$ cat src/hw/spmm_config.svh
`ifndef SPMM_CONFIG_SVH
`define SPMM_CONFIG_SVH

// matrix size, also the nonzero count of one tile
// must be a power of two and a multiple of four
`define SPMM_N 8

// log2 of SPMM_N, kept in step by hand
`define SPMM_LG_N 3

// element width, all arithmetic wraps here
`define SPMM_W 8

// rows carried by one stream beat
`define SPMM_BEAT_ROWS 4

`endif
$ cat src/hw/spmm_pkg.sv
`include "spmm_config.svh"

package spmm_pkg;

    typedef logic [`SPMM_W-1:0] elem_t;
    typedef elem_t [`SPMM_N-1:0] row_t;
    // index r is row r
    typedef row_t [`SPMM_N-1:0] mat_t;
    typedef row_t [`SPMM_BEAT_ROWS-1:0] beat_t;

    // row end pointer, 0 to N
    typedef logic [`SPMM_LG_N:0] ptr_t;
    typedef logic [`SPMM_LG_N-1:0] col_idx_t;

    typedef struct packed {
        ptr_t [`SPMM_N-1:0] ptr;
        col_idx_t [`SPMM_N-1:0] col;
        elem_t [`SPMM_N-1:0] data;
    } lhs_tile_t;

    // decoded segment layout of one tile
    typedef struct packed {
        logic [`SPMM_N-1:0] seg_last;
        col_idx_t [`SPMM_N-1:0] row_last;
        logic [`SPMM_N-1:0] row_empty;
    } seg_ctrl_t;

    typedef enum logic {RHS_IDLE, RHS_LOAD} rhs_state_e;
    typedef enum logic {TILE_IDLE, TILE_RUN} tile_state_e;
    typedef enum logic {OUT_IDLE, OUT_SEND} out_state_e;

endpackage

$ cat src/hw/rhs_loader.sv
`include "spmm_config.svh"

module rhs_loader (
    input  logic                clock,
    input  logic                reset,
    input  logic                rhs_valid,
    output logic                rhs_ready,
    input  spmm_pkg::beat_t     rhs_beat,
    input  logic                tile_busy,
    output spmm_pkg::mat_t      rhs_matrix,
    output logic                rhs_loaded
);
    localparam int BEATS = `SPMM_N / `SPMM_BEAT_ROWS;
    localparam int CNT_W = (BEATS > 1) ? $clog2(BEATS) : 1;

    spmm_pkg::rhs_state_e state;
    logic [CNT_W-1:0] beat_cnt;
    logic accept;
    logic last_beat;

    // B must not change under a running tile
    assign rhs_ready = !tile_busy;
    assign accept = rhs_valid && rhs_ready;
    assign last_beat = (beat_cnt == CNT_W'(BEATS - 1));

    always_ff @(posedge clock or posedge reset) begin
        if (reset) begin
            state <= spmm_pkg::RHS_IDLE;
            beat_cnt <= '0;
            rhs_loaded <= 1'b0;
        end else if (accept) begin
            // first beat of a new load invalidates the old B
            if (state == spmm_pkg::RHS_IDLE) begin
                rhs_loaded <= 1'b0;
            end
            if (last_beat) begin
                state <= spmm_pkg::RHS_IDLE;
                beat_cnt <= '0;
                rhs_loaded <= 1'b1;
            end else begin
                state <= spmm_pkg::RHS_LOAD;
                beat_cnt <= beat_cnt + 1'b1;
            end
        end
    end

    // held copy of B, four rows per beat
    always_ff @(posedge clock) begin
        if (accept) begin
            for (int k = 0; k < `SPMM_BEAT_ROWS; k++) begin
                rhs_matrix[int'(beat_cnt) * `SPMM_BEAT_ROWS + k] <= rhs_beat[k];
            end
        end
    end

endmodule

$ cat config.mk
export PLATFORM = sky130hd
export DESIGN_NAME = rhs_loader
export DESIGN_NICKNAME = d
export VERILOG_FILES = /design/src/hw/spmm_pkg.sv /design/src/hw/rhs_loader.sv
export VERILOG_INCLUDE_DIRS = /design/src /design/src/hw
export SDC_FILE = /design/constraint.sdc
export NUM_CORES = 1
export LEC_CHECK = 0
export BUFFER_PORTS_ARGS = -buffer_cell sky130_fd_sc_hd__clkbuf_2
export CAP_MARGIN = 20
export CORE_AREA = 2 2 300 302
export DETAILED_ROUTE_END_ITERATION = 16
export DIE_AREA = 0 0 302 304
export PLACE_DENSITY = 0.5
export SLEW_MARGIN = 25
export SYNTH_ARGS = -nofsm -noshare
export SYNTH_HDL_FRONTEND = slang
export SYNTH_SLANG_ARGS = --single-unit
$ cat constraint.sdc
create_clock -name clock -period 28.1 [get_ports clock]
set_input_delay 5.62 -clock clock [delete_from_list [all_inputs] [get_ports clock]]
set_output_delay 5.62 -clock clock [all_outputs]
set_load 0.05 [all_outputs]
==> Flow_metrics.wiki <==
{| class="wikitable"
! Metric !! Value
|-
| Setup Skew || 0.00862 ns
|-
| Synthesized net count || approximately 920
|-
| Endpoint type of the worst setup path || output port
|-
| Commonest cells after routing, fill and taps aside || 773 x clkbuf_2, 512 x edfxtp_1, 64 x nor2b_1, 64 x and2_1, 57 x clkbuf_16
|-
| Post-synthesis sequential area ratio || roughly 94%
|-
| Maximum clock path buffer count || 3
|-
| Most common cell after layout, fill and taps aside || clkbuf_2
|-
| Worst slew margin relative to its limit || between 30% and 40%
|-
| Part of the power in the clock network || 34.5%
|-
| Remaining routing DRC violations || 0
|-
| Synthesis warning total || 0
|-
| Switching fraction of total power || between 30% and 40%
|-
| Number of setup violations in the final report || 0
|-
| Met1 global-route usage || about a tenth
|-
| Worst-path fanout max || 3
|-
| Setup Crit Path Kind || in -> out
|-
| Rows || between 100 and 150
|-
| Boundary pin count || ~770
|-
| Sum of overflow across all layers after global routing || 0
|-
| Yosys top cell area share || a little over nine tenths
|-
| First-pass DRT Iterations || 4
|-
| HPWL after detailed placement || between 30,000 and 40,000 µm
|-
| CP required || between 20 and 25 ns
|-
| Met2 Track Usage GR || roughly 17%
|-
| Number of clock sinks || 514
|-
| Worst IR Drop VDD || ~0.058 mV
|-
| Die area || about 90,000 µm²
|-
| Worst endpoint data arrival time || 6.03 ns
|-
| Post-cts repair resize count || 0
|-
| Period minus WS final || around 12 ns
|-
| Post-CTS setup buffer count || 0
|-
| Core area || between 80,000 and 90,000 µm²
|-
| Vias/cell || 3.47
|-
| Period utilization || approximately 41%
|-
| Via count of the first global-routing pass || 9,853
|-
| Power density of the placed cells || ~93 nW/µm²
|-
| Number of buffers added on ports || between 700 and 800
|-
| Via count || between 9,000 and 10,000
|-
| Remaining number of nets flagged by the antenna check after routing || 0
|-
| First-pass GRT wire length || about 67,000 µm
|-
| Internal cell power || between 0.0015 and 0.002 W
|-
| Cts bufs inserted || 55
|-
| Cells after synthesis || 663
|-
| Routability congestion estimate || 0.810
|-
| Number of register bits inferred by synthesis || between 500 and 600
|-
| Synth Cell Area || 16,300 µm²
|-
| Leading post-synthesis cells by cell area || edfxtp_1 94%, and2_1 2.5%, nor2b_1 2.5%
|-
| Number of H-tree levels || 2
|-
| Total count of max-transition violations in the final report || 0
|-
| Clock transition at the registers of the reported paths || ~0.060 ns
|-
| Seq pwr share || about 45%
|-
| Die height || 304 µm
|-
| Final hold violation count || 0
|-
| Delay-heaviest family, CP || buffers and inverters
|-
| Sum of negative setup slack || 0 ns
|-
| RSZ-0062 raised after global routing || no
|-
| Count of distinct cell types in the synthesized netlist || 14
|-
| Initial cell density of the core || between 10% and 20%
|-
| Total detailed-routing wirelength || between 40,000 and 50,000 µm
|-
| Total track usage || under 10%
|-
| Critical Path Slowest Stage Cell || clkbuf_2
|-
| Outcome || complete, no violations
|-
| Library cell occupying the most area in the post-synthesis netlist || edfxtp_1
|-
| Fraction of final layout cells sized beyond drive strength 1 || a little under three fifths
|-
| Class of the most critical hold timing path || reg -> reg
|-
| Cell mode on critical path || clkbuf_2
|-
| Avg Synthesized Cell Area || 24.6 µm²
|-
| Area delta synth->final || 44.5%
|-
| Largest net degree at the start of global routing || between 70 and 80
|-
| Final Net Count || 1,748
|-
| Max-capacitance violation count || 0
|-
| Average wire per cell in the routed design || 17.8 µm
|-
| CP Cell Sequence || clkbuf_2 -> inv_1 -> clkbuf_2
|-
| Worst slew pin tran || between 0.9 and 1 ns
|-
| Logic pwr share || between 20% and 30%
|-
| Root cell of the clock tree || clkbuf_16
|-
| Crit path buffers/inverters || 3
|-
| Switching power || 0.000697 W
|-
| Startpoint types || primary input
|-
| Clock tree from TritonCTS || built
|-
| Highest attainable clock frequency || approximately 0.086 GHz
|-
| Antenna violations before repair || 9
|-
| Critical path's largest stage delay || between 0.2 and 0.3 ns
|-
| Met3 usage || 4.66%
|-
| Static leakage || between 9 and 10 nW
|-
| Clock insertion delay at the later pin of the skew report || a little over 0.6 ns
|-
| Number of design-rule violations left by the first detailed-router iteration || between 300 and 400
|-
| Final hold slack || about 0.5 ns
|-
| Top Usage Layer GRT || met2
|-
| Count of hold buffers inserted by post-cts repair || 0
|-
| DIE WIDTH || 302 µm
|}
-- registers in the layout, indices dropped and copies added (netlist names) --
register    count
rhs_loaded      1
rhs_matrix    512
state           1
-- synth_stat cells --
| library cell | number |
|---|---|
| a21o_1 | 1 |
| buf_4 | 1 |
| and2_1 | 64 |
| clkbuf_2 | 1 |
| inv_1 | 2 |
| buf_2 | 9 |
| nand2b_1 | 1 |
| nor2b_1 | 64 |
| xnor2_1 | 1 |
| dfrtp_1 | 2 |
| and3b_1 | 1 |
| clkbuf_1 | 3 |
| nor2_1 | 1 |
| edfxtp_1 | 512 |
-- worst register-to-register path, cell delays in order (launching register included) --
cell and delay [ns]:
dfrtp_4 0.69, nor2_4 0.66, buf_4 0.80, buf_4 0.88
-- cells by family (layout without fill, tap and decap cells) --
logic type             count (synthesis)  in the layout  synth area share [%]
AO/OA/AOI/OAI                          1              1                0.0460
XOR/XNOR                               1              1                0.0536
buffers and inverters                 16            885                 0.467
flip-flops                           514            514                  94.4
other                                  0              4                     0
AND/OR/NAND/NOR                      131            131                  5.02
-- final timing paths --
check | startpoint | to | slack [ns] | cells after the start
max | tile_busy | rhs_ready | 16.45 | 3
min | rhs_loaded | rhs_loaded | 0.49 | 1
max reg2reg | state | rhs_matrix[167] | 24.61 | 3
min reg2reg | rhs_loaded | rhs_loaded | 0.49 | 1
max in group asynchronous | reset | state | 23.15 | 2
min in group asynchronous | reset | state | 4.83 | 2
-- layer usage --
metal / share of wire [%] / vias up
met4: 3.5 / 12
met3: 11 / 105
met2: 50 / 490
met1: 36 / 4596
li1: - / 4216
met5: 0.17 / -
-- cell type report --
class | count | area, µm²
diodes | 4 | 10.0
clock inverters | 36 | 450
multi-input cells | 133 | 847
flip-flops and latches | 514 | 15400
inverters | 2 | 7.51
clock buffers | 65 | 1460
well taps | 1176 | 1470
repair buffers | 782 | 3940
fillers | 9139 | 65400
-- power by group through the flow --
stage / Clock (W) / Sequential (W) / Combinational [W]
final: 0.000760 / 0.000992 / 0.000453
after global routing: 0.000813 / 0.00100 / 0.000476
after CTS: 0.000787 / 0.000995 / 0.000460
after detailed placement: 0 / 0.00101 / 0.000461
after global placement: 0 / 0.00101 / 0.000457
after floorplan: 0 / 0.00128 / 0.0000819
-- metrics by stage --
step,cells,total power (W),utilization [%],cell area (µm²),setup slack (ns)
finish,2712,0.00221,26.5,23600,16.45
global route,2708,0.00229,26.5,23600,16.43
CTS,2708,0.00224,26.5,23600,16.45
detailed placement,2607,0.00147,24.4,21700,16.45
global placement,2607,0.00146,24.4,21700,16.43
floorplan,663,0.00136,-,16300,10.81
(Power assumes the default switching activity.)
