--- config.mk ---
export PLATFORM = sky130hd
export DESIGN_NAME = lhs_tile_ctrl
export DESIGN_NICKNAME = d
export VERILOG_FILES = /design/src/hw/spmm_pkg.sv /design/src/hw/lhs_tile_ctrl.sv
export VERILOG_INCLUDE_DIRS = /design/src /design/src/hw
export SDC_FILE = /design/constraint.sdc
export NUM_CORES = 1
export LEC_CHECK = 0
export BUFFER_PORTS_ARGS = -buffer_cell sky130_fd_sc_hd__buf_2
export CORE_MARGIN = 2
export CORE_UTILIZATION = 47
export CTS_CLUSTER_SIZE = 8
export DETAILED_ROUTE_END_ITERATION = 12
export PLACE_DENSITY = 0.77
export REMOVE_ABC_BUFFERS = 1
export SYNTH_ARGS = -nofsm -noshare
export SYNTH_HDL_FRONTEND = slang
export SYNTH_SLANG_ARGS = --single-unit
--- constraint.sdc ---
create_clock -name clock -period 5.18 [get_ports clock]
set_input_delay 0.259 -clock clock [delete_from_list [all_inputs] [get_ports clock]]
set_output_delay 0.259 -clock clock [all_outputs]
set_load 0.05 [all_outputs]
--- src/hw/spmm_config.svh ---
`ifndef SPMM_CONFIG_SVH
`define SPMM_CONFIG_SVH

// matrix size, also the nonzero count of one tile
// must be a power of two and a multiple of four
`define SPMM_N 8

// log2 of SPMM_N, kept in step by hand
`define SPMM_LG_N 3

// element width, all arithmetic wraps here
`define SPMM_W 8

// rows carried by one stream beat
`define SPMM_BEAT_ROWS 4

`endif
--- src/hw/spmm_pkg.sv ---
`include "spmm_config.svh"

package spmm_pkg;

    typedef logic [`SPMM_W-1:0] elem_t;
    typedef elem_t [`SPMM_N-1:0] row_t;
    // index r is row r
    typedef row_t [`SPMM_N-1:0] mat_t;
    typedef row_t [`SPMM_BEAT_ROWS-1:0] beat_t;

    // row end pointer, 0 to N
    typedef logic [`SPMM_LG_N:0] ptr_t;
    typedef logic [`SPMM_LG_N-1:0] col_idx_t;

    typedef struct packed {
        ptr_t [`SPMM_N-1:0] ptr;
        col_idx_t [`SPMM_N-1:0] col;
        elem_t [`SPMM_N-1:0] data;
    } lhs_tile_t;

    // decoded segment layout of one tile
    typedef struct packed {
        logic [`SPMM_N-1:0] seg_last;
        col_idx_t [`SPMM_N-1:0] row_last;
        logic [`SPMM_N-1:0] row_empty;
    } seg_ctrl_t;

    typedef enum logic {RHS_IDLE, RHS_LOAD} rhs_state_e;
    typedef enum logic {TILE_IDLE, TILE_RUN} tile_state_e;
    typedef enum logic {OUT_IDLE, OUT_SEND} out_state_e;

endpackage

--- src/hw/lhs_tile_ctrl.sv ---
`include "spmm_config.svh"

module lhs_tile_ctrl (
    input  logic                    clock,
    input  logic                    reset,
    input  logic                    lhs_valid,
    output logic                    lhs_ready,
    input  spmm_pkg::lhs_tile_t     lhs_tile,
    input  logic                    rhs_loaded,
    input  logic                    out_busy,
    output spmm_pkg::lhs_tile_t     tile,
    output spmm_pkg::seg_ctrl_t     seg_ctrl,
    output logic                    tile_busy,
    output logic                    capture
);
    localparam int LAT_W = $clog2(`SPMM_LG_N + 2);

    spmm_pkg::tile_state_e state;
    logic [LAT_W-1:0] lat_cnt;
    spmm_pkg::seg_ctrl_t seg_dec;
    logic accept;

    assign lhs_ready = rhs_loaded && (state == spmm_pkg::TILE_IDLE) && !out_busy;
    assign tile_busy = (state == spmm_pkg::TILE_RUN);
    assign accept = lhs_valid && lhs_ready;

    // pointers to segment ends; nonzeros past the final pointer stay unflagged
    always_comb begin
        spmm_pkg::ptr_t prev;
        spmm_pkg::ptr_t last_nz;
        seg_dec = '0;
        prev = '0;
        for (int r = 0; r < `SPMM_N; r++) begin
            last_nz = lhs_tile.ptr[r] - 1'b1;
            if (lhs_tile.ptr[r] == prev) begin
                seg_dec.row_empty[r] = 1'b1;
            end else begin
                seg_dec.row_last[r] = last_nz[`SPMM_LG_N-1:0];
                seg_dec.seg_last[last_nz[`SPMM_LG_N-1:0]] = 1'b1;
            end
            prev = lhs_tile.ptr[r];
        end
    end

    // one multiplier cycle plus LG_N scan levels, then one cycle for capture
    always_ff @(posedge clock or posedge reset) begin
        if (reset) begin
            state <= spmm_pkg::TILE_IDLE;
            lat_cnt <= '0;
            capture <= 1'b0;
        end else begin
            capture <= 1'b0;
            case (state)
                spmm_pkg::TILE_IDLE: begin
                    if (accept) begin
                        state <= spmm_pkg::TILE_RUN;
                        lat_cnt <= '0;
                    end
                end
                spmm_pkg::TILE_RUN: begin
                    lat_cnt <= lat_cnt + 1'b1;
                    if (lat_cnt == LAT_W'(`SPMM_LG_N)) begin
                        capture <= 1'b1;
                    end
                    // stay busy through capture so no tile slips in before out_busy
                    if (lat_cnt == LAT_W'(`SPMM_LG_N + 1)) begin
                        state <= spmm_pkg::TILE_IDLE;
                    end
                end
                default: state <= spmm_pkg::TILE_IDLE;
            endcase
        end
    end

    always_ff @(posedge clock) begin
        if (accept) begin
            tile <= lhs_tile;
            seg_ctrl <= seg_dec;
        end
    end

endmodule

==> results of run 1 <==
-- cell families after synthesis --
family,count (synthesis),synth area share
adders and majority gates,12,0.0232
and+or+nand+nor,102,0.0786
DFF,165,0.760
buffers and inverters,36,0.0241
AOI/OAI and AO/OA,39,0.0560
muxes,2,0.00328
xor gates and xnor gates,36,0.0544
-- power by group --
part | switching (W) | leakage [nW] | internal [W] | total (W)
Sequential | 0.0000349 | 1.52 | 0.00157 | 0.00161
Clock | 0.000537 | 0.272 | 0.000672 | 0.00121
Combinational | 0.000474 | 2.04 | 0.000196 | 0.000670
Total | 0.00105 | 3.84 | 0.00244 | 0.00349
-- per-layer routing --
layer | part of all wire | GRT usage
met1 | 0.36 | 0.260
met2 | 0.52 | 0.446
met3 | 0.082 | 0.0808
met4 | 0.037 | 0.101
met5 | 0.00054 | 0
-- critical path, stage by stage, from the launching register on --
cell and delay, ps:
dfrtp_1 460, nor3b_1 270, nand2_1 180, inv_6 780
buf_4 590
-- cell type report --
type | instances | area share
well taps | 176 | 0.0238
inverters | 29 | 0.0123
repair buffers | 346 | 0.219
flip-flops and latches | 165 | 0.532
multi-input cells | 191 | 0.151
clock buffers | 17 | 0.0459
clock inverters | 15 | 0.0157
-- sequential cells by signal, indices dropped and copies added, names as in the netlist --
name	cells
lat_cnt	3
tile_busy	1
seg_ctrl	40
capture	1
tile	120
-- cells in the final DEF (no fill, tap or decap), types with 10 or more instances in the layout --
cell type      instances
nand2b_1              11
nor2_1                30
buf_2                287
ha_1                  12
xor2_1                24
clkbuf_16             17
nor4_1                10
edfxtp_1             160
dlygate4sd3_1         58
xnor2_1               10
inv_1                 28
nand2_1               27
o32ai_1               14
-- timing repair --
item,4_1_cts,5_1_grt
hold buffers,55,3
endpoints found under the hold margin,59,3
resized for setup,0,0
-- through the flow --
stage          hold slack [ps]  TNS [ps]  setup slack, ps  power, W  utilization
2_1_floorplan             37.5   -108010             -668   0.00208            -
3_3_place_gp               165         0             2550   0.00224        0.608
3_5_place_dp               167         0             2460   0.00227        0.608
4_1_cts                  0.333         0             2450   0.00350        0.692
5_1_grt                  0.722         0             2220   0.00361        0.694
6_report                  17.9         0             2470   0.00349        0.694
-- worst paths after layout --
path | start | to | slack [ps] | cells past startpoint
setup / recovery | tile_busy | tile[90] | 2470 | 4
hold / removal | lhs_tile[32] | tile[32] | 20 | 1
setup reg to reg | tile_busy | tile[90] | 2470 | 4
hold reg to reg | lat_cnt[0] | lat_cnt[0] | 560 | 1
max in group asynchronous | reset | lat_cnt[2] | 4720 | 3
min in group asynchronous | reset | tile_busy | 280 | 3
==> flow_summary.json, run 1 <==
{
  "wl_mm": 18.6,
  "wl_per_cell_um": 19.8,
  "cts_buffer_depth": 2,
  "tightestPinTransition_ps": 1060,
  "htreeDepth": 4,
  "ir_worst_vdd_mv": 0.213,
  "synth_most_common_cell": "edfxtp_1",
  "ys_seq_area_frac": 0.760,
  "critPathLaunchType": "register",
  "cp-end-kind": "register",
  "drc": 0,
  "vias_per_cell": 5.08,
  "cts.sinks": 165,
  "placed_area_sq_mm": 0.00811,
  "drtIter0Drc": 378,
  "dp_cells": 849,
  "cts_tree": "built",
  "worst-setup-path-type": "reg -> reg",
  "async_reset_ff_frac": 0.0303,
  "die_w_um": 121,
  "hpwl_mm": 12.9,
  "cp_data_arrival_time_ps": 2770,
  "fillers": 934,
  "synth_common_cells": "edfxtp_1 (160), nor2_1 (30), inv_1 (29), nand2_1 (27), xor2_1 (24)",
  "seqCellArea_sq_mm": 0.00493,
  "ys.flop_type": "edfxtp_1",
  "ys_warn_count": 0,
  "critPathRequiredTime_ps": 5240,
  "antenna_found_initial": 1,
  "cts_setup_buffers": 0,
  "numCtsBuffers": 17,
  "hold_path.class": "in -> reg",
  "gp_congestion": 0.980,
  "ys_ff_latch": 165,
  "synth_top_cell_by_area": "edfxtp_1",
  "postSynthAreaPerCell_sq_um": 16.5,
  "rsz0062_at_grt": "no",
  "antenna_cells": 0,
  "vias": 4774,
  "synth_top_cell_area_share": 0.741,
  "grt_max_degree": 123,
  "finalClockSkew_ps": 15.2,
  "clk_pin_slew_ps": 60,
  "ant_nets": 0,
  "status": "finished, final reports clean",
  "yosysUniqueCellTypes": 39,
  "cap_violations": 0,
  "p_leak_nw": 3.84,
  "firstDrtPassIters": 4,
  "grt-ovfl-total": 0,
  "post-route-period-util": 0.524,
  "power.density_mw_per_mm2": 377,
  "rows": 42,
  "synth-edff-count": 160,
  "first_global_vias": 4846,
  "clock_latency_ps": 430,
  "drive_gt1_frac": 0.436,
  "yosys-top-cells-area": "edfxtp_1 (74%), xor2_1 (3.2%), ha_1 (2.3%), dfrtp_1 (1.9%), o32ai_1 (1.9%)",
  "io_buffers": 287,
  "hold_violations": 0,
  "cts-root-buf": "clkbuf_16",
  "area_delta_synth_final_pct": 42.9,
  "final_area_sq_mm": 0.00926,
  "synth_cells": 392,
  "fmax_mhz": 369,
  "multi_input_area_sq_mm": 0.00140,
  "coreArea_sq_mm": 0.0133,
  "period_minus_slack_ps": 2710,
  "final_cell_count_no_fill": 939,
  "drv_slew": 0,
  "grt_pass1_wl_mm": 26.4,
  "die_h_um": 121,
  "nets": 887,
  "setup-violations-final": 0,
  "crit_fanout": 122,
  "io_pins": 288,
  "netlist_area_sq_mm": 0.00648,
  "max_slew_margin": 0.286,
  "initial_core_util": 0.486,
  "grtUsageTotal": 0.246,
  "die_area_sq_mm": 0.0147
}
Note: power is estimated with default switching activity, not from simulation.
==> run 2, diff against run 1 <==
--- a/config.mk
+++ b/config.mk
@@ -6,12 +6,13 @@
 export SDC_FILE = /design/constraint.sdc
 export NUM_CORES = 1
 export LEC_CHECK = 0
+export ABC_AREA = 1
 export BUFFER_PORTS_ARGS = -buffer_cell sky130_fd_sc_hd__buf_2
 export CORE_MARGIN = 2
-export CORE_UTILIZATION = 47
+export CORE_UTILIZATION = 48
 export CTS_CLUSTER_SIZE = 8
 export DETAILED_ROUTE_END_ITERATION = 12
-export PLACE_DENSITY = 0.77
+export PLACE_DENSITY = 0.78
 export REMOVE_ABC_BUFFERS = 1
 export SYNTH_ARGS = -nofsm -noshare
 export SYNTH_HDL_FRONTEND = slang
==> constraint.sdc (replaced) <==
create_clock -name clock -period 2.7 [get_ports clock]
set_input_delay 0.135 -clock clock [delete_from_list [all_inputs] [get_ports clock]]
set_output_delay 0.135 -clock clock [all_outputs]
set_load 0.05 [all_outputs]
==> run 2 against run 1 <==
Effect of this change:
- cell count increased by 25%
- design area increased by 8.4%
- non-clock buffer count increased by 57
- worst hold slack improved by 5.2 ps
- clock power increased by 83%
- critical path depth increased by 2
- register-to-register slack got worse by 1600 ps
- utilization increased by 3.5 points
- combinational power increased by 110%
- routed wire length increased by 12%
==> flow_summary.json, run 2 <==
{
  "status": "finished, final reports clean",
  "ys_warn_count": 0,
  "final_cell_count_no_fill": 1170,
  "max_slew_margin": 0.730,
  "ys_seq_area_frac": 0.736,
  "antenna_found_initial": 2,
  "power.density_mw_per_mm2": 667,
  "io_pins": 288,
  "grt_max_degree": 74,
  "final_common_cell": "buf_2",
  "period_minus_slack_ps": 1810,
  "setup-violations-final": 0,
  "rsz0062_at_grt": "no",
  "fmax_mhz": 553,
  "die_h_um": 122,
  "finalClockSkew_ps": 6.00,
  "seqCellArea_sq_mm": 0.00493,
  "fillers": 958,
  "critPathRequiredTime_ps": 2780,
  "drv_slew": 0,
  "synth_top_cell_by_area": "edfxtp_1",
  "clk_pin_slew_ps": 60,
  "yosysUniqueCellTypes": 20,
  "firstDrtPassIters": 5,
  "cp_common_cell": "nand2_1",
  "hpwl_mm": 13.4,
  "multi_input_area_sq_mm": 0.00149,
  "yosys-top-cells-area": "edfxtp_1 (72%), nand2_1 (8.6%), nor2_1 (4.8%), nand3_1 (3.7%), inv_1 (3.0%)",
  "slowest_delay_ps": 410,
  "grtUsageTotal": 0.279,
  "cap_violations": 0,
  "largest_reg_flops": 120,
  "cts_tree": "built",
  "grt_pass1_wl_mm": 30.0,
  "ir_worst_vdd_mv": 0.377,
  "htreeDepth": 4,
  "post-route-period-util": 0.669,
  "drive_gt1_frac": 0.343,
  "crit_fanout": 32,
  "pre_cts_slack_ps": 965,
  "io_buffers": 287,
  "die_area_sq_mm": 0.0149,
  "vias": 5728,
  "coreArea_sq_mm": 0.0138,
  "synth-edff-count": 160,
  "cts.sinks": 165,
  "synth_cells": 561,
  "final_cell_mix": "buf_2 (287), edfxtp_1 (160), nand2_1 (153)",
  "numCtsBuffers": 17,
  "cts_buffer_depth": 2,
  "worst_slack_ps": 893,
  "slowest_stage": "dfrtp_1",
  "worst_hold_slack_ps": 23.1,
  "synth_common_cells": "edfxtp_1 (160), nand2_1 (153), nor2_1 (85), inv_1 (54), nand3_1 (50)",
  "gp_congestion": 0.873,
  "area_delta_synth_final_pct": 49.8,
  "wl_mm": 20.9,
  "cts_setup_buffers": 0,
  "grt-ovfl-total": 0,
  "hold_path.class": "in -> reg",
  "synth_top_cell_area_share": 0.717,
  "path_cells": "inv_1 > nand2_1 > nor2_1 > nand2_1 > inv_6 > buf_4",
  "worst-setup-path-type": "reg -> reg",
  "nets": 1114,
  "largestRegisters": "tile: 120 flops, seg_ctrl: 40 flops, lat_cnt: 3 flops",
  "netlist_area_sq_mm": 0.00670,
  "ys_ff_latch": 165,
  "initial_core_util": 0.486,
  "drtIter0Drc": 510,
  "cp_top_family": "buffers and inverters",
  "synth_most_common_cell": "edfxtp_1",
  "cp_data_arrival_time_ps": 1880,
  "p_leak_nw": 4.62,
  "regMostFlops": "tile",
  "dp_cells": 1025,
  "postSynthAreaPerCell_sq_um": 11.9,
  "clock_latency_ps": 430,
  "first_global_vias": 5476,
  "critPathLaunchType": "register",
  "rows": 43,
  "cts-root-buf": "clkbuf_16",
  "vias_per_cell": 4.90,
  "hold_violations": 0,
  "ctsResizeCount": 0,
  "ant_nets": 0,
  "async_reset_ff_frac": 0.0303,
  "drc": 0,
  "tightestPinTransition_ps": 405,
  "wl_per_cell_um": 17.8,
  "die_w_um": 122,
  "cp-end-kind": "register",
  "ys.flop_type": "edfxtp_1",
  "critPathBufInv": 3
}
-- run 2: what timing repair did --
action / in CTS / in global routing
hold buffers: 113 / 0
endpoints found under the setup margin: 0 / 0
endpoints found under the hold margin: 117 / 0
-- run 2: final timing paths --
| path | slack, ps | end | depth (start not counted) | from |
|---|---|---|---|---|
| max | 890 | tile[110] | 6 | tile_busy |
| min | 20 | tile[103] | 1 | lhs_tile[103] |
| max in group asynchronous | 2360 | tile_busy | 3 | reset |
| min in group asynchronous | 170 | lat_cnt[0] | 3 | reset |
| min reg2reg | 490 | tile_busy | 1 | lat_cnt[2] |
| max reg2reg | 890 | tile[110] | 6 | tile_busy |
-- run 2: area by class of cell --
| cell class | instances | area share |
|---|---|---|
| sequential | 165 | 0.491 |
| timing repair buffer | 403 | 0.261 |
| multi-input combinational | 327 | 0.148 |
| clock buffer | 18 | 0.0428 |
| inverter | 63 | 0.0241 |
| tap | 180 | 0.0224 |
| clock inverter | 13 | 0.0110 |
| antenna | 1 | 0.000249 |
-- run 2: cells by family after synthesis --
logic type / count (synthesis) / share of synthesized area
adder cells (fa/ha/maj): 12 / 0.0224
flip-flops: 165 / 0.736
buffers and inverters: 69 / 0.0426
AO/OA/AOI/OAI: 4 / 0.00336
AND/OR/NAND/NOR: 304 / 0.186
XOR/XNOR: 7 / 0.0103
-- run 2: worst reg2reg max path, cell delays in order (launching register included) --
cell and delay [ps]:
dfrtp_1 410, inv_1 120, nand2_1 60, nor2_1 140
nand2_1 150, inv_6 170, buf_4 400
-- run 2: metrics by stage --
stage          power [W]  TNS [ps]   util  area (sq um)
5_1_grt          0.00694         0  0.729         10000
3_5_place_dp     0.00436         0  0.607          8370
3_3_place_gp     0.00434         0  0.607          8370
4_1_cts          0.00669         0  0.729         10000
2_1_floorplan    0.00400   -421420      -          6650
6_report         0.00669         0  0.729         10000
-- run 2: power by group --
part | switching (W) | internal [W]
Combinational | 0.000976 | 0.000416
Sequential | 0.0000625 | 0.00302
Clock | 0.000966 | 0.00125
Total | 0.00201 | 0.00469
-- run 2: per-layer routing --
| metal | track usage | vias up | part of all wire |
|---|---|---|---|
| met2 | 0.473 | 273 | 0.50 |
| met5 | 0 | - | 0.00058 |
| met3 | 0.0768 | 55 | 0.083 |
| met4 | 0.126 | 2 | 0.035 |
| met1 | 0.332 | 2689 | 0.38 |
| li1 | - | 2709 | - |
