[config.mk]
export PLATFORM = sky130hd
export DESIGN_NAME = pe_column
export DESIGN_NICKNAME = d
export VERILOG_FILES = /design/src/hw/spmm_pkg.sv /design/src/hw/pe_column.sv /design/src/hw/seg_scan.sv
export VERILOG_INCLUDE_DIRS = /design/src /design/src/hw
export SDC_FILE = /design/constraint.sdc
export NUM_CORES = 1
export LEC_CHECK = 0
export BUFFER_PORTS_ARGS = -buffer_cell sky130_fd_sc_hd__buf_2
export CAP_MARGIN = 20
export CORE_MARGIN = 1
export CORE_UTILIZATION = 42
export CTS_CLUSTER_DIAMETER = 120
export DETAILED_ROUTE_END_ITERATION = 8
export MAX_ROUTING_LAYER = met4
export SLEW_MARGIN = 20
export SYNTH_ARGS = -nofsm -noshare
export SYNTH_HDL_FRONTEND = slang
export SYNTH_SLANG_ARGS = --single-unit
[constraint.sdc]
create_clock -name clock -period 2.3 [get_ports clock]
set_clock_uncertainty 0.1 [all_clocks]
set_input_delay 0.345 -clock clock [delete_from_list [all_inputs] [get_ports clock]]
set_output_delay 0.345 -clock clock [all_outputs]
set_load 0.02 [all_outputs]
[src/hw/spmm_config.svh]
`ifndef SPMM_CONFIG_SVH
`define SPMM_CONFIG_SVH

// matrix size, also the nonzero count of one tile
// must be a power of two and a multiple of four
`define SPMM_N 8

// log2 of SPMM_N, kept in step by hand
`define SPMM_LG_N 3

// element width, all arithmetic wraps here
`define SPMM_W 8

// rows carried by one stream beat
`define SPMM_BEAT_ROWS 4

`endif
[src/hw/spmm_pkg.sv]
`include "spmm_config.svh"

package spmm_pkg;

    typedef logic [`SPMM_W-1:0] elem_t;
    typedef elem_t [`SPMM_N-1:0] row_t;
    // index r is row r
    typedef row_t [`SPMM_N-1:0] mat_t;
    typedef row_t [`SPMM_BEAT_ROWS-1:0] beat_t;

    // row end pointer, 0 to N
    typedef logic [`SPMM_LG_N:0] ptr_t;
    typedef logic [`SPMM_LG_N-1:0] col_idx_t;

    typedef struct packed {
        ptr_t [`SPMM_N-1:0] ptr;
        col_idx_t [`SPMM_N-1:0] col;
        elem_t [`SPMM_N-1:0] data;
    } lhs_tile_t;

    // decoded segment layout of one tile
    typedef struct packed {
        logic [`SPMM_N-1:0] seg_last;
        col_idx_t [`SPMM_N-1:0] row_last;
        logic [`SPMM_N-1:0] row_empty;
    } seg_ctrl_t;

    typedef enum logic {RHS_IDLE, RHS_LOAD} rhs_state_e;
    typedef enum logic {TILE_IDLE, TILE_RUN} tile_state_e;
    typedef enum logic {OUT_IDLE, OUT_SEND} out_state_e;

endpackage

[src/hw/pe_column.sv]
`include "spmm_config.svh"

module pe_column (
    input  logic                    clock,
    input  logic                    reset,
    input  spmm_pkg::lhs_tile_t     tile,
    input  spmm_pkg::seg_ctrl_t     seg_ctrl,
    input  spmm_pkg::row_t          rhs_col,
    output spmm_pkg::row_t          col_result
);
    spmm_pkg::row_t products;
    spmm_pkg::row_t sums;

    // one multiplier per nonzero, product wraps at element width
    always_ff @(posedge clock) begin
        for (int i = 0; i < `SPMM_N; i++) begin
            products[i] <= tile.data[i] * rhs_col[tile.col[i]];
        end
    end

    seg_scan i_seg_scan (
        .clock    (clock),
        .reset    (reset),
        .products (products),
        .seg_last (seg_ctrl.seg_last),
        .sums     (sums)
    );

    // each row reads the running sum at its last nonzero
    always_comb begin
        for (int r = 0; r < `SPMM_N; r++) begin
            if (seg_ctrl.row_empty[r]) begin
                col_result[r] = '0;
            end else begin
                col_result[r] = sums[seg_ctrl.row_last[r]];
            end
        end
    end

endmodule

[src/hw/seg_scan.sv]
`include "spmm_config.svh"

module seg_scan (
    input  logic                    clock,
    input  logic                    reset,
    input  spmm_pkg::row_t          products,
    input  logic [`SPMM_N-1:0]      seg_last,
    output spmm_pkg::row_t          sums
);
    localparam int LEVELS = `SPMM_LG_N;

    spmm_pkg::row_t lvl_d [1:LEVELS];
    // head flags, only needed by levels that feed another level
    logic [`SPMM_N-1:0] lvl_h [1:LEVELS-1];

    for (genvar d = 0; d < LEVELS; d++) begin : g_level
        localparam int STRIDE = 1 << d;
        spmm_pkg::row_t d_in;
        logic [`SPMM_N-1:0] h_in;

        if (d == 0) begin : g_first
            assign d_in = products;
            // a segment opens after each segment end, and at element 0
            assign h_in = {seg_last[`SPMM_N-2:0], 1'b1};
        end else begin : g_next
            assign d_in = lvl_d[d];
            assign h_in = lvl_h[d];
        end

        always_ff @(posedge clock) begin
            for (int i = 0; i < `SPMM_N; i++) begin
                if (i >= STRIDE && !h_in[i]) begin
                    lvl_d[d+1][i] <= d_in[i] + d_in[i - STRIDE];
                end else begin
                    lvl_d[d+1][i] <= d_in[i];
                end
            end
        end

        if (d < LEVELS - 1) begin : g_flag
            always_ff @(posedge clock or posedge reset) begin
                int left;
                if (reset) begin
                    lvl_h[d+1] <= '0;
                end else begin
                    for (int i = 0; i < `SPMM_N; i++) begin
                        left = (i >= STRIDE) ? i - STRIDE : i;
                        lvl_h[d+1][i] <= h_in[i] | h_in[left];
                    end
                end
            end
        end
    end

    assign sums = lvl_d[LEVELS];

endmodule

==> results of run 1 <==
-- timing repair --
| action | CTS | global route |
|---|---|---|
| resized for setup | 327 | 223 |
| pin swaps | 120 | 141 |
| hold buffers | 1 | 0 |
| endpoints found under the setup margin | 90 | 108 |
| setup buffers | 27 | 31 |
| hold endpoints to repair | 10 | 0 |
| cloned | 1 | 1 |
-- where the power goes --
group          switching (mW)  leakage [nW]  internal, mW
Combinational            11.6          12.3          13.2
Sequential               2.79          2.27          6.96
Clock                    1.83         0.426          2.39
Total                    16.2          15.0          22.6
-- path summary, 6_finish.rpt --
| kind | startpoint | endpoint | cells after the start |
|---|---|---|---|
| min in group asynchronous | reset | i_seg_scan.g_level[1].h_in[7] | 3 |
| setup reg to reg | i_seg_scan.lvl_d[0][89] | i_seg_scan.lvl_d[0][175] | 9 |
| setup / recovery | rhs_col[26] | products[7] | 17 |
| hold / removal | seg_ctrl[38] | i_seg_scan.lvl_d[0][123] | 3 |
| max in group asynchronous | reset | i_seg_scan.g_level[2].h_in[4] | 3 |
| hold reg to reg | i_seg_scan.lvl_d[0][134] | i_seg_scan.lvl_d[0][198] | 0 |
-- metrics by stage --
stage / TNS [ps] / hold WS, ps
2_1_floorplan: -54220 / 85.2
3_3_place_gp: -73250 / 258
3_5_place_dp: -75560 / 249
4_1_cts: -38040 / 51.6
5_1_grt: -41950 / 68.7
6_report: -38440 / 66.7
-- state kept, by name (all words and copies together) (netlist names) --
| signal | flops |
|---|---|
| i_seg_scan.lvl_d | 192 |
| products | 64 |
| i_seg_scan.g_level.h_in | 10 |
-- kinds of logic after synthesis --
group	share of synthesized area [%]
muxes	29.2
xor gates and xnor gates	7.77
DFF	20.3
and+or+nand+nor	11.1
AOI/OAI and AO/OA	6.02
buffers and inverters	5.31
adders and majority gates	20.3
-- worst max-delay path: cells and delay by family --
kind | cells | cell delay [ps]
buffers and inverters | 5 | 530
adder cells (fa/ha/maj) | 5 | 2100
AO/OA/AOI/OAI | 1 | 50
XOR/XNOR | 3 | 430
AND/OR/NAND/NOR | 1 | 40
multiplexers | 2 | 730
-- final cells by class --
| class | count | area, sq um | share of cell area (%) |
|---|---|---|---|
| antenna | 6 | 15.0 | 0.0435 |
| clock buffer | 35 | 736 | 2.13 |
| clock inverter | 14 | 119 | 0.345 |
| inverter | 242 | 911 | 2.64 |
| multi-input combinational | 1853 | 21400 | 62.1 |
| sequential | 266 | 5520 | 16.0 |
| tap | 837 | 1050 | 3.04 |
| timing repair buffer | 592 | 4710 | 13.7 |
-- metal layers --
| metal | vias up | part of all wire (%) | track usage (%) | wire length (microns) |
|---|---|---|---|---|
| li1 | 9711 | - | - | - |
| met1 | 10100 | 38 | 29.8 | 30300 |
| met2 | 899 | 51 | 45.5 | 41200 |
| met3 | 198 | 6.5 | 2.53 | 5240 |
| met4 | 0 | 4.4 | 10.5 | 3530 |
| met5 | - | 0 | - | 0 |
-- cell usage after synthesis (34+ instances only) --
| cell type | n | area (sq um) |
|---|---|---|
| dfxtp_1 | 256 | 5120 |
| ha_1 | 247 | 3090 |
| inv_1 | 242 | 908 |
| mux4_2 | 232 | 5230 |
| nor2b_1 | 174 | 1090 |
| xnor2_1 | 150 | 1310 |
| nand2_1 | 135 | 507 |
| nor2_1 | 115 | 432 |
| fa_1 | 113 | 2260 |
| o21ai_0 | 95 | 475 |
| mux2i_1 | 94 | 941 |
| a21oi_1 | 84 | 420 |
| xor2_1 | 75 | 657 |
| mux2_2 | 59 | 664 |
| nand2b_1 | 51 | 319 |
| and2_1 | 36 | 225 |
| clkbuf_1 | 36 | 135 |
| nor3_1 | 34 | 170 |
==> run metrics, run 1 <==
CTS Root Cell clkbuf_16; Placed Area 0.0311 sq mm; status complete, but fails checks; Setup crit end kind flip-flop; min cycle time layout 3900 ps; Core Util, Final 55.7%; Max Buffers Root-to-Sink 3; area grow syn2layout 30.5%; R2R setup slack 10 ps; Core Region 0.0619 sq mm; Final Hold Viols 0; number of top-level pins just under 300; CTS tree built; CP Max Fanout 5; chip width 253 microns; top_reg_cell synth dfxtp_1; fin area 0.0345 sq mm; Ys Warns 0; Max Freq 256 MHz; # rows 91; Worst-Margin Slew 576 ps; GRT Total Usage 25.7%; Place WS -2330 ps; CP arrival 4230 ps; synth unique cells 40; Worst setup SP type input pin; Mean Syn Cell Area roughly 11 sq um; worst hold path type input pin to flip-flop; Final GP Congestion 0.983; Filler cells between 5000 and 6000; most frequent cells in the layout 265 x buf_4, 251 x mux4_2, 211 x buf_2; pwr/cell area roughly 1100 mW/mm^2; Routed Antenna Nets 0; Synth Net Count around 3000; final wirelength 80.2 mm; first-pass GRT wire length between 100 and 150 mm; layout cells sized above 1 around 46%; Async S/R FF share, synth 3.76%; Non-Filler Instances 3845; Finish-stage setup viols 42; VDD IR-drop max 0.613 mV; Final nets 3568; largest net degree at the start of global routing 17; CTS H-tree lvls 1; CP most frequent cell xnor2_1; CTS Buf Count 27; commonest non-fill, non-tap cell in the layout buf_4; worst skew pair latency ~550 ps; Max-cap violations 0; Pwr Total about 39 mW; GR Overflow Total 0; sequential element share of the synthesized area approximately a fifth; Initial Utilization 42.7%; CP peak stage delay 540 ps; worst path cell trace buf_12 -> buf_12 -> mux4_2 -> mux2i_4 -> buf_6 -> nor2b_4 -> fa_1 -> ha_1 -> fa_1 -> inv_1 -> fa_2 -> inv_2 -> ha_4 -> a21oi_2 -> xnor2_1 -> xnor2_1 -> xnor2_1; # clock sinks 266; vias per cell 5.44; CP Class input pin to flip-flop; number of synthesized flops with an enable pin 0; post-DP HPWL 64.6 mm; Routed wire per std cell 20.9 microns; drt pass-1 iters 6; Worst slew margin 61.6%; Slew Viols, Final 0; RSZ-0062 raised after global routing yes; initial antenna violation count 6; leakage power approximately 15 nW; violated checks setup timing; 1st-iter DRT viols 1347; synthesis-stage register bit count 266; CP max stage cell fa_2; WP data required around 2600 ps; Syn Inst Count around 2500; port buffer count 256; Placed Instances around 3700; Final period util 170%; die area approximately 0.064 sq mm; # DRC 0; Die Y ~250 microns; Post-Synthesis Cell Area 0.0264 sq mm; vias in the first global route 21600; fin worst setup slack -1600 ps; DR vias about 21000; Clk pin slew, worst setup/hold paths 70 ps
Power figures use the tool's default switching activity.
==> run 2, diff against run 1 <==
--- a/config.mk
+++ b/config.mk
@@ -14,4 +14,5 @@
 export DETAILED_ROUTE_END_ITERATION = 8
 export MAX_ROUTING_LAYER = met4
+export SKIP_LAST_GASP = 1
 export SLEW_MARGIN = 20
 export SYNTH_ARGS = -nofsm -noshare
--- a/constraint.sdc
+++ b/constraint.sdc
@@ -3,3 +3,3 @@
 set_input_delay 0.345 -clock clock [delete_from_list [all_inputs] [get_ports clock]]
 set_output_delay 0.345 -clock clock [all_outputs]
-set_load 0.02 [all_outputs]
+set_load 0.01 [all_outputs]
==> run metrics, run 2 (synthesis gave the netlist of run 1 again) <==
Max-cap violations 0; Max Buffers Root-to-Sink 3; RSZ-0062 raised after global routing yes; Fin Hold WS 75.1 ps; GR Overflow Total 0; Finish-stage setup viols 41; CTS Buf Count 29; Slew Viols, Final 0; CP arrival roughly 4200 ps; Initial Utilization 42.7%; Place WS -2340 ps; max reg flops 192; # DRC 0; drt pass-1 iters 5; final wirelength 80.1 mm; Final Hold Viols 0; DR vias 20900; Core Util, Final between 50% and 60%; initial antenna violation count 3; Worst slew margin 65.1%; Die Y roughly 250 microns; leakage power 15.0 nW; post-DP HPWL 64.5 mm; number of top-level pins 290; Max Freq 260 MHz; # clock sinks 266; fin worst setup slack -1550 ps; worst hold path type input pin to flip-flop; Clk pin slew, worst setup/hold paths approximately 60 ps; vias in the first global route between 20000 and 25000; min cycle time layout 3850 ps; Worst setup SP type input pin; vias per cell 5.45; Top reg by flops i_seg_scan.lvl_d; # rows 91; status complete, but fails checks; chip width 253 microns; Pwr Total 39.1 mW; CTS tree built; Routed wire per std cell between 20 and 25 microns; GRT Total Usage 25.8%; violated checks setup timing; most frequent cells in the layout 267 x buf_4, 249 x mux4_2, 209 x buf_2; worst r2r src products[41]; Core Region 0.0619 sq mm; commonest non-fill, non-tap cell in the layout buf_4; 1st-iter DRT viols ~1200; worst skew pair latency ~550 ps; CP Class input pin to flip-flop; port buffer count 256; Final GP Congestion 0.982; layout cells sized above 1 44.9%; pwr/cell area 1140 mW/mm^2; Setup crit end kind flip-flop; CP Max Fanout 8; fin area 0.0344 sq mm; VDD IR-drop max 0.582 mV; largest net degree at the start of global routing 17; first-pass GRT wire length 123 mm; Worst-Margin Slew 509 ps; area grow syn2layout 30.2%; CTS Root Cell clkbuf_16; CTS H-tree lvls 1; die area 0.0639 sq mm; Placed Area 0.0311 sq mm; Final nets 3561; Final period util 167%; WP data required ~2700 ps; Worst Setup SP rhs_col[51]; Hold Startpoint seg_ctrl[38]; Routed Antenna Nets 0
[run 2: changes by cell type in the layout (fill, tap and decap cells not counted), sizes merged]
cell	delta
clkinvlp	+2
diode	-3
clkbuf	+2
buf	-11
bufinv	+4
inv	-2
[run 2: critical path, cell delays in order]
cell and delay [ps]:
buf_6 130, mux4_2 460, mux2_4 310, and2_4 170, fa_2 350, inv_2 60
fa_1 430, fa_1 500, fa_2 560, inv_2 40, ha_4 220, a21oi_4 150
xnor2_2 130, xnor2_1 150, xnor2_1 180
[run 2: final timing paths]
kind                                            endpoint  slack, ps  cells after the start
max                                         products[63]      -1550                     15
min                             i_seg_scan.lvl_d[0][121]         80                      2
max reg2reg                     i_seg_scan.lvl_d[0][119]        -10                      9
min reg2reg                     i_seg_scan.lvl_d[0][197]        250                      0
max in group asynchronous  i_seg_scan.g_level[1].h_in[5]       1450                      3
min in group asynchronous  i_seg_scan.g_level[1].h_in[2]        290                      3
[run 2: metal layers]
metal | global-route usage [%] | wire (microns) | share of wire [%] | vias to the layer above
met5 | - | 0 | 0 | -
met4 | 9.96 | 3340 | 4.2 | 0
met3 | 2.82 | 5430 | 6.8 | 193
met2 | 46.3 | 41300 | 52 | 951
met1 | 29.5 | 30100 | 38 | 10100
li1 | - | - | - | 9685
[run 2: where the power goes]
part	leakage [nW]	total [mW]	internal (mW)	switching [mW]
sequential	2.27	9.73	6.95	2.77
clock	0.503	4.92	3.02	1.90
combinational	12.3	24.4	13.1	11.3
total	15.0	39.1	23.1	16.0
[run 2: area by class of cell]
class	instances	area [sq um]
antenna	3	7.51
inverter	242	908
tap	837	1050
multi-input combinational	1853	21400
clock buffer	35	788
sequential	266	5510
clock inverter	18	249
fill	5398	27500
timing repair buffer	583	4510
[run 2: what timing repair did]
item                                    in CTS  in global routing
cloned                                       1                  0
setup buffers                               30                 25
pin swaps                                  120                137
resized for setup                          327                183
endpoints found under the hold margin       10                  0
endpoints found under the setup margin      89                104
hold buffers                                 1                  0
[run 2: stage by stage]
step / TNS, ps / cells
after global routing: -40810 / 3837
final: -37470 / 3837
after CTS: -37000 / 3812
after floorplan: -54220 / 2459
after global placement: -73220 / 3734
after detailed placement: -75230 / 3734
==> run 3, diff against run 2 <==
==> constraint.sdc (replaced) <==
create_clock -name clock -period 2.3 [get_ports clock]
set_clock_uncertainty 0.1 [all_clocks]
set_input_delay 0.115 -clock clock [delete_from_list [all_inputs] [get_ports clock]]
set_output_delay 0.115 -clock clock [all_outputs]
set_load 0.01 [all_outputs]
==> run metrics, run 3 (synthesis gave the netlist of run 1 again) <==
status complete, but fails checks; violated checks setup timing; port buffer count 256; Filler cells 5443; # rows between 90 and 100; Core Util, Final 54.8%; Reg area between 0.005 and 0.006 sq mm; Worst setup SP type input pin; min cycle time layout 3550 ps; fin worst setup slack -1250 ps; CTS H-tree lvls 1; post-DP HPWL 64.2 mm; Routed wire per std cell 20.8 microns; Routed Antenna Nets 0; # DRC 0; die area 0.0639 sq mm; Finish-stage setup viols 38; worst hold path type input pin to flip-flop; Slew Viols, Final 0; CP max stage cell fa_2; VDD IR-drop max 0.609 mV; pwr/cell area between 1000 and 1500 mW/mm^2; DR vias a little over 20000; Fin Hold WS 36.4 ps; Placed Instances 3717; CP arrival 3920 ps; first-pass GRT wire length 122 mm; Worst-Margin Slew 598 ps; area of the multi-input gates 0.0211 sq mm; final wirelength 79.7 mm; max reg flops roughly 190; chip width 253 microns; CP peak stage delay around 550 ps; worst skew pair latency 550 ps; commonest non-fill, non-tap cell in the layout mux4_2; largest net degree at the start of global routing 17; Worst slew margin 60.1%; CTS Root Cell clkbuf_16; Final GP Congestion a little over 1; Max Freq roughly 280 MHz; Final period util 155%; Final Hold Viols 0; WP data required between 2000 and 3000 ps; Non-Filler Instances 3827; CP Max Fanout 6; worst path cell trace buf_12 -> mux4_2 -> mux2_4 -> and2_4 -> fa_2 -> inv_2 -> fa_1 -> fa_1 -> fa_2 -> inv_2 -> ha_4 -> a21oi_4 -> xnor2_2 -> xnor2_2 -> xnor2_1; drt pass-1 iters 5; Die Y 253 microns; CTS Buf Count 29; leakage power 15.0 nW; # clock sinks about 270; CTS tree built; Final nets 3550; Top delay family on crit path adder cells; Core Region 0.0619 sq mm; number of top-level pins 290; GR Overflow Total 0; 1st-iter DRT viols 1189; Max Buffers Root-to-Sink 3; initial antenna violation count 4; GRT Total Usage about a quarter; Initial Utilization 42.7%; Setup crit end kind flip-flop; Top reg by flops i_seg_scan.lvl_d; RSZ-0062 raised after global routing yes; R2R setup slack -40 ps; CP Class input pin to flip-flop; Pwr Total 38.1 mW; most frequent cells in the layout 250 x mux4_2, 247 x buf_4, 244 x dfxtp_1; Max-cap violations 0; layout cells sized above 1 40.3%; vias in the first global route 21500; vias per cell ~5.4; Worst Path Buf+Inv 3; Clk pin slew, worst setup/hold paths around 60 ps; area grow syn2layout 28.3%
-- run 3: changes by cell type in the layout (fill, tap and decap cells not counted), sizes merged --
cell	change
inv	+4
buf	-29
clkbuf	-3
clkinv	-1
dlygate4sd3	+17
clkinvlp	+1
diode	+1
-- run 3: where the power goes --
group          internal, mW  switching [mW]  total [mW]  leakage (nW)
clock                  2.98            2.00        4.98         0.501
sequential             6.79            2.69        9.48          2.26
combinational          12.7            10.9        23.6          12.2
-- run 3: repair_timing --
item                       in CTS  in global routing
pin swaps                     103                119
gates resized for setup       229                138
buffers inserted               15                 27
setup endpoints to repair      53                 60
gates cloned                    0                  3
hold endpoints to repair       80                  0
hold buffers                   18                  0
-- run 3: path summary, 6_finish.rpt --
path / to / from / depth (start not counted)
hold / removal: products[57] / tile[57] / 4
min in group asynchronous: i_seg_scan.g_level[1].h_in[7] / reset / 3
max in group asynchronous: i_seg_scan.g_level[1].h_in[4] / reset / 3
hold reg to reg: i_seg_scan.lvl_d[0][198] / i_seg_scan.lvl_d[0][134] / 0
setup / recovery: products[63] / tile[86] / 15
setup reg to reg: i_seg_scan.lvl_d[0][111] / products[41] / 9
-- run 3: through the flow --
| step | TNS (ps) | area (sq um) | setup slack, ps |
|---|---|---|---|
| detailed placement | -61670 | 30900 | -2130 |
| CTS | -26370 | 33100 | -1260 |
| global placement | -59650 | 30900 | -2070 |
| floorplan | -44440 | 27200 | -1800 |
| global route | -31130 | 33900 | -1380 |
| finish | -28130 | 33900 | -1250 |
-- run 3: worst reg2reg max path: cells and delay by family, from the launching register on --
family	cells	cell delay, ps
and+or+nand+nor	2	360
adders and majority gates	1	270
xor gates and xnor gates	1	180
buffers and inverters	1	140
AOI/OAI and AO/OA	4	860
DFF	1	360
-- run 3: area by class of cell --
type                            instances  area share, %
Antenna cell                            4         0.0295
Timing Repair Buffer                  572           13.2
Tap cell                              837           3.09
Inverter                              242           2.69
Clock inverter                         22          0.837
Clock buffer                           31           2.22
Sequential cell                       266           15.9
Multi-Input combinational cell       1853           62.1
-- run 3: routing by layer --
layer	wire, microns	global-route usage (%)	vias to the layer above
met1	30800	29.6	9928
met2	39900	44.6	956
li1	-	-	9681
met3	5290	3.04	194
met4	3670	10.9	0
met5	0	-	-
